### src/upload_pkg.sv
package upload_pkg;

    typedef logic [27:0] ddr_addr_t;    // DDR3 byte address
    typedef logic [26:0] ram_addr_t;    // SDRAM byte address
    typedef logic [26:0] img_size_t;    // Download size in bytes
    typedef logic [7:0]  byte_t;
    typedef logic [3:0]  ref_t;         // Lookup entry index
    typedef logic [5:0]  layout_idx_t;  // {slot, subslot, block}

    typedef enum logic [1:0] {
        MAPPER_NONE,
        MAPPER_OFFSET,
        MAPPER_LINEAR,
        MAPPER_ASCII8
    } mapper_t;

    typedef enum logic [7:0] {
        BLOCK_RAM    = 8'd1,
        BLOCK_ROM    = 8'd2,
        BLOCK_MAPPER = 8'd3
    } block_typ_t;

    typedef enum logic [7:0] {
        REC_END   = 8'd0,
        REC_BLOCK = 8'd1
    } rec_typ_t;

    typedef enum logic [2:0] {
        PAT_DDR,
        PAT_FF,
        PAT_ZERO,
        PAT_P03,
        PAT_P04,
        PAT_P05
    } pattern_t;

    typedef enum logic [2:0] {
        ERR_NONE,
        ERR_BAD_HEADER,
        ERR_BAD_RECORD,
        ERR_BAD_BLOCK
    } err_t;

    localparam int          REC_BYTES = 6;      // Header and records alike
    localparam logic [15:0] IDX_IMAGE = 16'd1;  // Download index of the config image

endpackage

### src/upload_if.sv
`timescale 1ns/100ps

// Block fill request from the walker to the SDRAM filler
interface fill_if;
    logic                  clear;    // Restart SDRAM address at 0
    logic                  start;
    upload_pkg::pattern_t  pattern;
    upload_pkg::ram_addr_t length;
    upload_pkg::ram_addr_t base;
    logic                  data_ok;  // DDR3 byte valid and no read pending
    logic                  fetch;    // Request next DDR3 byte
    logic                  done;
    upload_pkg::ram_addr_t addr;

    modport walker (output clear, start, pattern, length, base, data_ok,
                    input  fetch, done, addr);
    modport filler (input  clear, start, pattern, length, base, data_ok,
                    output fetch, done, addr);
endinterface

interface table_wr_if;
    logic                    clean;
    logic                    clean_busy;
    logic                    lay_we;
    upload_pkg::layout_idx_t lay_idx;
    upload_pkg::ref_t        lay_ref;
    logic [1:0]              lay_offset;
    logic                    lay_ref_en;
    upload_pkg::mapper_t     lay_mapper;
    logic                    lay_map_en;
    logic                    look_we;
    upload_pkg::ref_t        look_ref;
    upload_pkg::ram_addr_t   look_addr;
    upload_pkg::ram_addr_t   look_size;
    logic                    look_ro;
    logic                    exp_set;
    logic [1:0]              exp_slot;

    modport walker  (output clean, lay_we, lay_idx, lay_ref, lay_offset, lay_ref_en,
                            lay_mapper, lay_map_en, look_we, look_ref, look_addr,
                            look_size, look_ro, exp_set, exp_slot,
                     input  clean_busy);
    modport storage (input  clean, lay_we, lay_idx, lay_ref, lay_offset, lay_ref_en,
                            lay_mapper, lay_map_en, look_we, look_ref, look_addr,
                            look_size, look_ro, exp_set, exp_slot,
                     output clean_busy);
endinterface

### src/config_walker.sv
`timescale 1ns/100ps

module config_walker #(
    parameter int UNIT_SHIFT = 14
) (
    input  logic                  clk,
    input  logic                  rst_n,
    input  logic                  load,
    input  upload_pkg::img_size_t image_size,
    output upload_pkg::ddr_addr_t ddr3_addr,
    output logic                  ddr3_rd,
    input  upload_pkg::byte_t     ddr3_dout,
    input  logic                  ddr3_ready,
    output logic                  busy,
    output upload_pkg::err_t      error,
    output logic                  msx2,
    fill_if.walker                fill,
    table_wr_if.walker            tbl
);

    typedef enum logic [2:0] {
        ST_IDLE,
        ST_CLEAN,
        ST_READ,
        ST_CHECK_HEADER,
        ST_DISPATCH,
        ST_BLOCK,
        ST_FILL,
        ST_SET_LAYOUT
    } state_t;

    state_t                state;
    state_t                next_state;
    upload_pkg::byte_t     rec [upload_pkg::REC_BYTES];
    logic [2:0]            head;
    logic [1:0]            slot, subslot, block, count, offset;
    upload_pkg::ref_t      ref_cnt;
    logic                  ref_add;
    upload_pkg::mapper_t   mapper;
    upload_pkg::ram_addr_t blk_len;
    logic                  step, is_rom, is_mem, blk_go, lay_go;

    assign step    = ddr3_ready && !ddr3_rd && !load;  // DDR3 byte valid, no read pending
    assign is_rom  = rec[2] == upload_pkg::BLOCK_ROM;
    assign is_mem  = is_rom || rec[2] == upload_pkg::BLOCK_RAM;
    assign blk_len = upload_pkg::ram_addr_t'(rec[3]) << UNIT_SHIFT;
    assign blk_go  = step && state == ST_BLOCK && is_mem;
    assign lay_go  = step && state == ST_SET_LAYOUT;
    assign busy    = state != ST_IDLE;

    assign fill.clear   = load;
    assign fill.start   = blk_go;
    assign fill.pattern = is_rom ? upload_pkg::PAT_DDR : upload_pkg::pattern_t'(rec[4][2:0]);
    assign fill.length  = blk_len;
    assign fill.base    = fill.addr;
    assign fill.data_ok = ddr3_ready && !ddr3_rd;

    assign tbl.clean      = load;
    assign tbl.look_we    = blk_go;  // Lookup entry at the block start address
    assign tbl.look_ref   = ref_cnt;
    assign tbl.look_addr  = fill.addr;
    assign tbl.look_size  = blk_len;
    assign tbl.look_ro    = is_rom;
    assign tbl.lay_we     = lay_go;
    assign tbl.lay_idx    = {slot, subslot, block};
    assign tbl.lay_ref    = ref_cnt;
    assign tbl.lay_offset = offset;
    assign tbl.lay_ref_en = ref_add;
    assign tbl.lay_mapper = mapper;
    assign tbl.lay_map_en = mapper != upload_pkg::MAPPER_NONE;
    assign tbl.exp_set    = lay_go && subslot != 2'b00;
    assign tbl.exp_slot   = slot;

    always_ff @(posedge clk) begin
        if (!rst_n) begin
            state      <= ST_IDLE;
            next_state <= ST_IDLE;
            ddr3_addr  <= '0;
            ddr3_rd    <= 1'b0;
            head       <= '0;
            ref_cnt    <= '0;
            error      <= upload_pkg::ERR_NONE;
            msx2       <= 1'b0;
        end else begin
            if (ddr3_ready && ddr3_rd) begin  // Read accepted
                ddr3_addr <= ddr3_addr + 1'b1;
                ddr3_rd   <= 1'b0;
            end
            if (fill.fetch) ddr3_rd <= 1'b1;

            if (load) begin
                state   <= ST_CLEAN;
                error   <= upload_pkg::ERR_NONE;
                msx2    <= 1'b0;
                ref_cnt <= '0;
            end else if (state == ST_FILL) begin
                if (fill.done) state <= ST_SET_LAYOUT;
            end else if (step) begin
                case (state)
                    ST_CLEAN: begin
                        if (!tbl.clean_busy) begin
                            ddr3_addr  <= '0;
                            ddr3_rd    <= 1'b1;  // Prefetch byte 0
                            head       <= '0;
                            next_state <= ST_CHECK_HEADER;
                            state      <= ST_READ;
                        end
                    end
                    ST_READ: begin
                        // ddr3_addr is one past the byte on ddr3_dout
                        if (ddr3_addr > upload_pkg::ddr_addr_t'(image_size)) begin
                            state <= ST_IDLE;
                        end else begin
                            rec[head] <= ddr3_dout;
                            ddr3_rd   <= 1'b1;
                            if (head == 3'(upload_pkg::REC_BYTES - 1)) begin
                                head  <= '0;
                                state <= next_state;
                            end else begin
                                head <= head + 1'b1;
                            end
                        end
                    end
                    ST_CHECK_HEADER: begin
                        if ({rec[0], rec[1], rec[2]} == {"M", "S", "x"}) begin
                            msx2       <= rec[3][0];
                            next_state <= ST_DISPATCH;
                            state      <= ST_READ;
                        end else begin
                            error <= upload_pkg::ERR_BAD_HEADER;
                            state <= ST_IDLE;
                        end
                    end
                    ST_DISPATCH: begin
                        case (upload_pkg::rec_typ_t'(rec[0]))
                            upload_pkg::REC_BLOCK: state <= ST_BLOCK;
                            upload_pkg::REC_END:   state <= ST_IDLE;
                            default: begin
                                error <= upload_pkg::ERR_BAD_RECORD;
                                state <= ST_IDLE;
                            end
                        endcase
                    end
                    ST_BLOCK: begin
                        slot    <= rec[1][7:6];
                        subslot <= rec[1][5:4];
                        block   <= rec[1][3:2];
                        count   <= rec[1][1:0];  // Blocks minus one
                        offset  <= '0;
                        ref_add <= is_mem;
                        mapper  <= upload_pkg::MAPPER_OFFSET;
                        case (upload_pkg::block_typ_t'(rec[2]))
                            upload_pkg::BLOCK_RAM, upload_pkg::BLOCK_ROM: state <= ST_FILL;
                            upload_pkg::BLOCK_MAPPER: begin
                                mapper <= upload_pkg::mapper_t'(rec[3][1:0]);
                                state  <= ST_SET_LAYOUT;
                            end
                            default: begin
                                error <= upload_pkg::ERR_BAD_BLOCK;
                                state <= ST_IDLE;
                            end
                        endcase
                    end
                    ST_SET_LAYOUT: begin
                        block  <= block + 1'b1;
                        offset <= offset + 1'b1;
                        count  <= count - 1'b1;
                        if (count == 2'b00) begin
                            if (ref_add) ref_cnt <= ref_cnt + 1'b1;
                            state <= ST_READ;  // Next record byte already fetched
                        end
                    end
                    default: ;
                endcase
            end
        end
    end

endmodule

### src/download_watch.sv
`timescale 1ns/100ps

module download_watch (
    input  logic                  clk,
    input  logic                  rst_n,
    input  logic                  ioctl_download,
    input  logic [15:0]           ioctl_index,
    input  upload_pkg::img_size_t ioctl_addr,
    input  logic                  reload,
    output upload_pkg::img_size_t image_size,
    output logic                  load
);

    logic download_last;
    logic image_end;

    // Falling edge of the download for the config image
    assign image_end = download_last && !ioctl_download
                       && ioctl_index == upload_pkg::IDX_IMAGE;

    always_ff @(posedge clk) begin
        if (!rst_n) begin
            download_last <= 1'b0;
            load          <= 1'b0;
            image_size    <= '0;
        end else begin
            download_last <= ioctl_download;
            load          <= reload;  // Reload reuses the last size
            if (image_end) begin
                image_size <= ioctl_addr;
                load       <= 1'b1;
            end
        end
    end

endmodule

### src/layout_table.sv
`timescale 1ns/100ps

module layout_table (
    input  logic                    clk,
    input  logic                    rst_n,
    table_wr_if.storage             tbl,
    input  upload_pkg::layout_idx_t layout_sel,
    output upload_pkg::ref_t        layout_ref,
    output logic [1:0]              layout_offset,
    output upload_pkg::mapper_t     layout_mapper,
    input  upload_pkg::ref_t        lookup_sel,
    output upload_pkg::ram_addr_t   lookup_addr,
    output upload_pkg::ram_addr_t   lookup_size,
    output logic                    lookup_ro,
    output logic [3:0]              expander_en
);

    upload_pkg::ref_t        lay_ref   [64];
    logic [1:0]              lay_off   [64];
    upload_pkg::mapper_t     lay_map   [64];
    upload_pkg::ram_addr_t   look_addr [16];
    upload_pkg::ram_addr_t   look_size [16];
    logic                    look_ro   [16];
    upload_pkg::layout_idx_t clean_idx;

    always_ff @(posedge clk) begin
        if (!rst_n) begin
            tbl.clean_busy <= 1'b0;
            clean_idx      <= '0;
            expander_en    <= '0;
        end else if (tbl.clean) begin
            tbl.clean_busy <= 1'b1;
            clean_idx      <= '0;
            expander_en    <= '0;
        end else begin
            if (tbl.clean_busy) begin  // One entry per cycle, 64 in all
                clean_idx <= clean_idx + 1'b1;
                if (clean_idx == 6'd63) tbl.clean_busy <= 1'b0;
            end
            if (tbl.exp_set) expander_en[tbl.exp_slot] <= 1'b1;
        end
    end

    always_ff @(posedge clk) begin
        if (tbl.clean_busy) begin
            lay_ref[clean_idx] <= '0;
            lay_off[clean_idx] <= clean_idx[1:0];
            lay_map[clean_idx] <= upload_pkg::MAPPER_NONE;
        end else if (tbl.lay_we) begin
            if (tbl.lay_ref_en) begin
                lay_ref[tbl.lay_idx] <= tbl.lay_ref;
                lay_off[tbl.lay_idx] <= tbl.lay_offset;
            end
            if (tbl.lay_map_en) lay_map[tbl.lay_idx] <= tbl.lay_mapper;
        end
        if (tbl.look_we) begin
            look_addr[tbl.look_ref] <= tbl.look_addr;
            look_size[tbl.look_ref] <= tbl.look_size;
            look_ro[tbl.look_ref]   <= tbl.look_ro;
        end
    end

    assign layout_ref    = lay_ref[layout_sel];
    assign layout_offset = lay_off[layout_sel];
    assign layout_mapper = lay_map[layout_sel];
    assign lookup_addr   = look_addr[lookup_sel];
    assign lookup_size   = look_size[lookup_sel];
    assign lookup_ro     = look_ro[lookup_sel];

endmodule

### src/memory_upload.sv
`timescale 1ns/100ps

module memory_upload #(
    parameter int UNIT_SHIFT = 14
) (
    input  logic                    clk,
    input  logic                    rst_n,
    input  logic                    ioctl_download,
    input  logic [15:0]             ioctl_index,
    input  upload_pkg::img_size_t   ioctl_addr,
    input  logic                    reload,
    output upload_pkg::ddr_addr_t   ddr3_addr,
    output logic                    ddr3_rd,
    input  upload_pkg::byte_t       ddr3_dout,
    input  logic                    ddr3_ready,
    output upload_pkg::ram_addr_t   ram_addr,
    output upload_pkg::byte_t       ram_din,
    output logic                    ram_ce,
    input  logic                    sdram_ready,
    output logic                    busy,
    output upload_pkg::err_t        error,
    output logic                    msx2,
    input  upload_pkg::layout_idx_t layout_sel,
    output upload_pkg::ref_t        layout_ref,
    output logic [1:0]              layout_offset,
    output upload_pkg::mapper_t     layout_mapper,
    input  upload_pkg::ref_t        lookup_sel,
    output upload_pkg::ram_addr_t   lookup_addr,
    output upload_pkg::ram_addr_t   lookup_size,
    output logic                    lookup_ro,
    output logic [3:0]              expander_en
);

    upload_pkg::img_size_t image_size;
    logic                  load;

    fill_if     fill ();
    table_wr_if tbl ();

    download_watch i_download_watch (
        .clk            (clk),
        .rst_n          (rst_n),
        .ioctl_download (ioctl_download),
        .ioctl_index    (ioctl_index),
        .ioctl_addr     (ioctl_addr),
        .reload         (reload),
        .image_size     (image_size),
        .load           (load)
    );

    config_walker #(.UNIT_SHIFT(UNIT_SHIFT)) i_config_walker (
        .clk        (clk),
        .rst_n      (rst_n),
        .load       (load),
        .image_size (image_size),
        .ddr3_addr  (ddr3_addr),
        .ddr3_rd    (ddr3_rd),
        .ddr3_dout  (ddr3_dout),
        .ddr3_ready (ddr3_ready),
        .busy       (busy),
        .error      (error),
        .msx2       (msx2),
        .fill       (fill.walker),
        .tbl        (tbl.walker)
    );

    ram_filler #(.UNIT_SHIFT(UNIT_SHIFT)) i_ram_filler (
        .clk         (clk),
        .rst_n       (rst_n),
        .f           (fill.filler),
        .ddr3_dout   (ddr3_dout),
        .ram_addr    (ram_addr),
        .ram_din     (ram_din),
        .ram_ce      (ram_ce),
        .sdram_ready (sdram_ready)
    );

    layout_table i_layout_table (
        .clk           (clk),
        .rst_n         (rst_n),
        .tbl           (tbl.storage),
        .layout_sel    (layout_sel),
        .layout_ref    (layout_ref),
        .layout_offset (layout_offset),
        .layout_mapper (layout_mapper),
        .lookup_sel    (lookup_sel),
        .lookup_addr   (lookup_addr),
        .lookup_size   (lookup_size),
        .lookup_ro     (lookup_ro),
        .expander_en   (expander_en)
    );

endmodule

### src/ram_filler.sv
`timescale 1ns/100ps

module ram_filler #(
    parameter int UNIT_SHIFT = 14
) (
    input  logic                  clk,
    input  logic                  rst_n,
    fill_if.filler                f,
    input  upload_pkg::byte_t     ddr3_dout,
    output upload_pkg::ram_addr_t ram_addr,
    output upload_pkg::byte_t     ram_din,
    output logic                  ram_ce,
    input  logic                  sdram_ready
);

    logic                  active;
    upload_pkg::ram_addr_t remain;
    upload_pkg::pattern_t  pat;
    upload_pkg::ram_addr_t base;
    logic [8:0]            pos;

    assign pos    = 9'(ram_addr - base);  // Position inside the block
    assign ram_ce = active && remain != '0 && sdram_ready
                    && (pat != upload_pkg::PAT_DDR || f.data_ok);
    assign f.fetch = ram_ce && pat == upload_pkg::PAT_DDR;
    assign f.addr  = ram_addr;

    always_comb begin
        case (pat)
            upload_pkg::PAT_DDR:  ram_din = ddr3_dout;
            upload_pkg::PAT_ZERO: ram_din = 8'h00;
            upload_pkg::PAT_P03:  ram_din = (pos[8] == pos[1]) ? 8'hFF : 8'h00;
            upload_pkg::PAT_P04:  ram_din = (pos[8] != pos[0]) ? 8'hFF : 8'h00;
            upload_pkg::PAT_P05:  ram_din = pos[7] ? 8'hFF : 8'h00;
            default:              ram_din = 8'hFF;  // FF and unknown codes
        endcase
    end

    always_ff @(posedge clk) begin
        if (!rst_n) begin
            active   <= 1'b0;
            f.done   <= 1'b0;
            ram_addr <= '0;
        end else begin
            f.done <= 1'b0;
            if (f.clear) begin
                ram_addr <= '0;
            end else if (ram_ce) begin
                ram_addr <= ram_addr + 1'b1;
            end

            if (f.clear) begin
                active <= 1'b0;
            end else if (f.start) begin
                active <= 1'b1;
            end else if (active && remain == '0) begin
                active <= 1'b0;
                f.done <= 1'b1;
            end
        end
    end

    always_ff @(posedge clk) begin
        if (f.start) begin
            remain <= f.length;
            pat    <= f.pattern;
            base   <= f.base;
        end else if (ram_ce) begin
            remain <= remain - 1'b1;
        end
    end

endmodule

### config.mk
export PLATFORM = sky130hd
export DESIGN_NAME = memory_upload
export DESIGN_NICKNAME = d
export VERILOG_FILES = /design/src/upload_pkg.sv /design/src/upload_if.sv /design/src/config_walker.sv /design/src/download_watch.sv /design/src/layout_table.sv /design/src/memory_upload.sv /design/src/ram_filler.sv
export SDC_FILE = /design/constraint.sdc
export NUM_CORES = 1
export LEC_CHECK = 0
export ABC_CLOCK_PERIOD_IN_PS = 6850
export BUFFER_PORTS_ARGS = -buffer_cell sky130_fd_sc_hd__buf_4
export CORE_AREA = 3 3 343 260
export DETAILED_ROUTE_END_ITERATION = 10
export DIE_AREA = 0 0 346 263
export GPL_TIMING_DRIVEN = 0
export HOLD_SLACK_MARGIN = 0.03
export PLACE_DENSITY = 0.79
export SKIP_LAST_GASP = 1
export SYNTH_ARGS = -nofsm -noshare
export SYNTH_HDL_FRONTEND = slang
export SYNTH_SLANG_ARGS = --single-unit
export TNS_END_PERCENT = 50
### constraint.sdc
create_clock -name clk -period 6.85 [get_ports clk]
set_input_delay 0.685 -clock clk [delete_from_list [all_inputs] [get_ports clk]]
set_output_delay 0.685 -clock clk [all_outputs]
set_load 0.01 [all_outputs]
==> impl_metrics.csv <==
group,metric,value,unit
floorplanning,dieHeight,263,um
drt,final_routed_wirelength,129000,um
clocking,cts.reportedPaths.clkPinSlew,0.06,ns
sta,clock.fmax,205,MHz
final_layout,nets,3253,
final_layout,finalCoreUtilization,68.7,%
critical_path,worstSetupEndpointType,"output pin",
sta,timing_hold_violations_final,0,
sta,grt_setup_unrepaired,"false",
clocking,tritoncts.num_buffers,115,
placed_design,dp_worst_setup_slack,2.37,ns
run,max_capacitance_violation_total,0,
drt,drt_drc_violations_left,0,
clocking,clock_tree.root_cell,"sky130_fd_sc_hd__clkbuf_16",
synthesis,yosysUniqueCellTypes,67,
synthesis,synth_simple_gate_area_share,5.86,%
grt,antenna_violations_before_repair,4,
final_layout,final_layout_size_suffix_gt1_share,25.9,%
final_layout,layout.filler_cells,5200,
sta,timing.final.ws_setup,1.98,ns
clocking,max-clock-path-buffers,3,
floorplanning,floorplan.io_pins,204,
drt,drtAntennaViolNets,0,
power,power.density_cell_area,265,nW/um^2
synthesis,yosys-top-cells-area,"sky130_fd_sc_hd__edfxtp_1 (67%), sky130_fd_sc_hd__mux4_2 (15%), sky130_fd_sc_hd__dfxtp_1 (5.1%), sky130_fd_sc_hd__nor2_1 (1.9%), sky130_fd_sc_hd__nand2_1 (1.2%)",
clocking,insertion_delay,0.71,ns
power,total_power,15600,uW
sta,skew,0.0262,ns
grt,grt_max_degree,65,
grt,grt_first_pass_wirelength,193000,um
drt,drtPass1Iterations,7,
run_status,run_status,"finished, final reports clean",
final_layout,insertedDiodeCount,0,
synthesis,synth_seq_area_share,72.4,%
hold_path,timing.hold.worst.class,"in2reg",
sta,setup_total_negative_slack,0,ns
floorplanning,placementRows,93,
placed_design,placed_area,55100,um^2
sta,final-max-slew-violation-count,0,
grt,grtUsageTotal,28.7,%
clocking,ctsHoldBuffers,0,
grt,grt-ovfl-total,0,
synthesis,synth_edf_count,1156,
synthesis,synthCells,2792,
drt,routed-via-count,28962,
critical_path,cp.required,6.16,ns
final_layout,layout_cell_area_excl_fill,59000,um^2
synthesis,synth_compound_area_share,1.87,%
synthesis,synthXorXnorAreaFrac,1.53,%
synthesis,synth-main-ff-cell,"sky130_fd_sc_hd__edfxtp_1",
synthesis,postSynthAreaPerCell,18.5,um^2
critical_path,timing_worst_setup_path_type,"reg2out",
clocking,clock_sink_count,1288,
synthesis,synth.mux.area_fraction,15.5,%
placed_design,place.port_buffers,174,
synthesis,synthDominantCellAreaShare,67.3,%
grt,first_global_vias,29422,
synthesis,synth.cell_area,51600,um^2
final_layout,final_common_cell,"sky130_fd_sc_hd__edfxtp_1",
placed_design,gp_congestion,0.902,
synthesis,netlist.top_cell.by_area,"sky130_fd_sc_hd__edfxtp_1",
sta,slew-limit-headroom,16.6,%
synthesis,ys_warn_count,0,
power,irDropWorstVdd,0.000256,V
floorplanning,initial_utilization,60.1,%
clocking,tritoncts_clock_tree,"yes",
critical_path,worst_ep_arrival_time,4.19,ns
drt,drt_first_iter_violations,4078,
sta,timing.final.setup_violations,0,
floorplanning,floorplan.core_area,85900,um^2
clocking,postCtsResizedCells,0,
synthesis,async_reset_ff_share,0,%
synthesis,synthAdderAreaFrac,1.11,%
placed_design,dp.final_hpwl,81700,um
drt,routed_wire_length_per_instance,29.5,um
critical_path,critical_path.startpoint_type,"flop",
critical_path,worst-path-max-fanout,25,
floorplanning,die_w,346,um
synthesis,dominant_combinational_cell_family_by_area_after_synthesis,"multiplexers",
sta,timing_worst_slew_pin_value,1.25,ns
final_layout,layout.cells.most_common_list,"sky130_fd_sc_hd__edfxtp_1 (1,156), sky130_fd_sc_hd__mux4_2 (348), sky130_fd_sc_hd__nor2_1 (243), sky130_fd_sc_hd__buf_4 (203), sky130_fd_sc_hd__nand2_1 (162)",
sta,timing.final.crit_period,4.87,ns
clocking,cts-htree-levels,3,
floorplanning,dieArea,91000,um^2
drt,via_per_inst,6.61,
clocking,post-cts-setup-buffers,0,
power,power.leakage,0.0202,uW
synthesis,ys_seq_elements,1288,
sta,final_period_utilization,71.1,%
final_layout,syn2layout_area_growth,14.4,%
-- logic make-up after synthesis --
kind of cell / Yosys count
fa+ha+maj: 45
flops: 1288
mux: 361
simple gates: 646
compound gates: 158
buf+inv: 206
xor+xnor: 87
other cells: 1
-- final timing paths --
check	start	end	slack (ns)	depth (start not counted)
setup / recovery	i_ram_filler.f.addr[0]$_SDFFE_PP0P_	ram_din[7]	1.98	12
hold / removal	reload	i_download_watch.load$_SDFF_PN0_	0.21	3
setup reg to reg	i_config_walker.ddr3_addr[25]$_SDFF_PN0_	i_config_walker.rec[2][7]$_DFFE_PP_	2.80	9
hold reg to reg	i_download_watch.image_size[2]$_SDFFE_PN0P_	i_download_watch.image_size[2]$_SDFFE_PN0P_	0.45	2
-- per-stage QoR --
stage | cells | hold slack, ns
2_1_floorplan | 2811 | 0.417
5_1_grt | 4379 | 0.202
3_5_place_dp | 4164 | 0.439
6_report | 4379 | 0.213
4_1_cts | 4379 | 0.181
3_3_place_gp | 4125 | 0.440
-- metal layers --
layer / track usage, % / share of wire (%) / routed length [um]
met1: 42.0 / 38 / 49000
met5: 0 / 0.033 / 43
met2: 43.6 / 46 / 60000
met3: 7.24 / 13 / 16300
met4: 8.38 / 3.0 / 3860
-- report_power, final --
part	internal (uW)	total (uW)	leakage, uW	switching [uW]
combinational	208	500	0.00572	292
clock	3780	6660	0.00192	2870
sequential	8450	8460	0.0126	7.29
total	12400	15600	0.0202	3170
-- registers in the layout, summed over array words and instances (netlist names), 28 cells and up --
register / cells
i_layout_table.lay_map: 128
i_config_walker.rec: 35
i_layout_table.look_size: 128
i_config_walker.ddr3_addr: 28
i_layout_table.look_addr: 432
i_layout_table.lay_off: 128
i_layout_table.lay_ref: 256
-- cell usage after synthesis, drive strengths merged, types with 34 or more instances --
cell,n
a21oi,59
xnor2,34
nand2,164
mux4,348
inv,62
edfxtp,1156
buf,67
xor2,51
o21ai,37
ha,44
nand3,43
dfxtp,132
clkbuf,77
nor2,263
-- area by class of cell --
class	instances	area (um^2)	share of cell area, %
clock buffers	144	3110	5.27
repair buffers	213	1950	3.30
multi-input cells	1317	13500	22.9
clock inverters	71	768	1.30
well taps	1140	1430	2.42
inverters	62	233	0.394
plain buffers	144	673	1.14
flip-flops and latches	1288	37400	63.3
-- critical path, stage by stage (launching register included) --
cell and delay, ns:
sky130_fd_sc_hd__dfxtp_1 0.59, sky130_fd_sc_hd__inv_1 0.17, sky130_fd_sc_hd__ha_1 0.18, sky130_fd_sc_hd__inv_1 0.06, sky130_fd_sc_hd__fa_1 0.39, sky130_fd_sc_hd__a211oi_1 0.24
sky130_fd_sc_hd__o21ai_0 0.14, sky130_fd_sc_hd__a31oi_1 0.39, sky130_fd_sc_hd__xnor3_1 0.38, sky130_fd_sc_hd__mux2i_1 0.23, sky130_fd_sc_hd__o31a_1 0.45, sky130_fd_sc_hd__a21o_1 0.15
sky130_fd_sc_hd__buf_4 0.12
No activity file was read; power rests on OpenSTA's default activity.
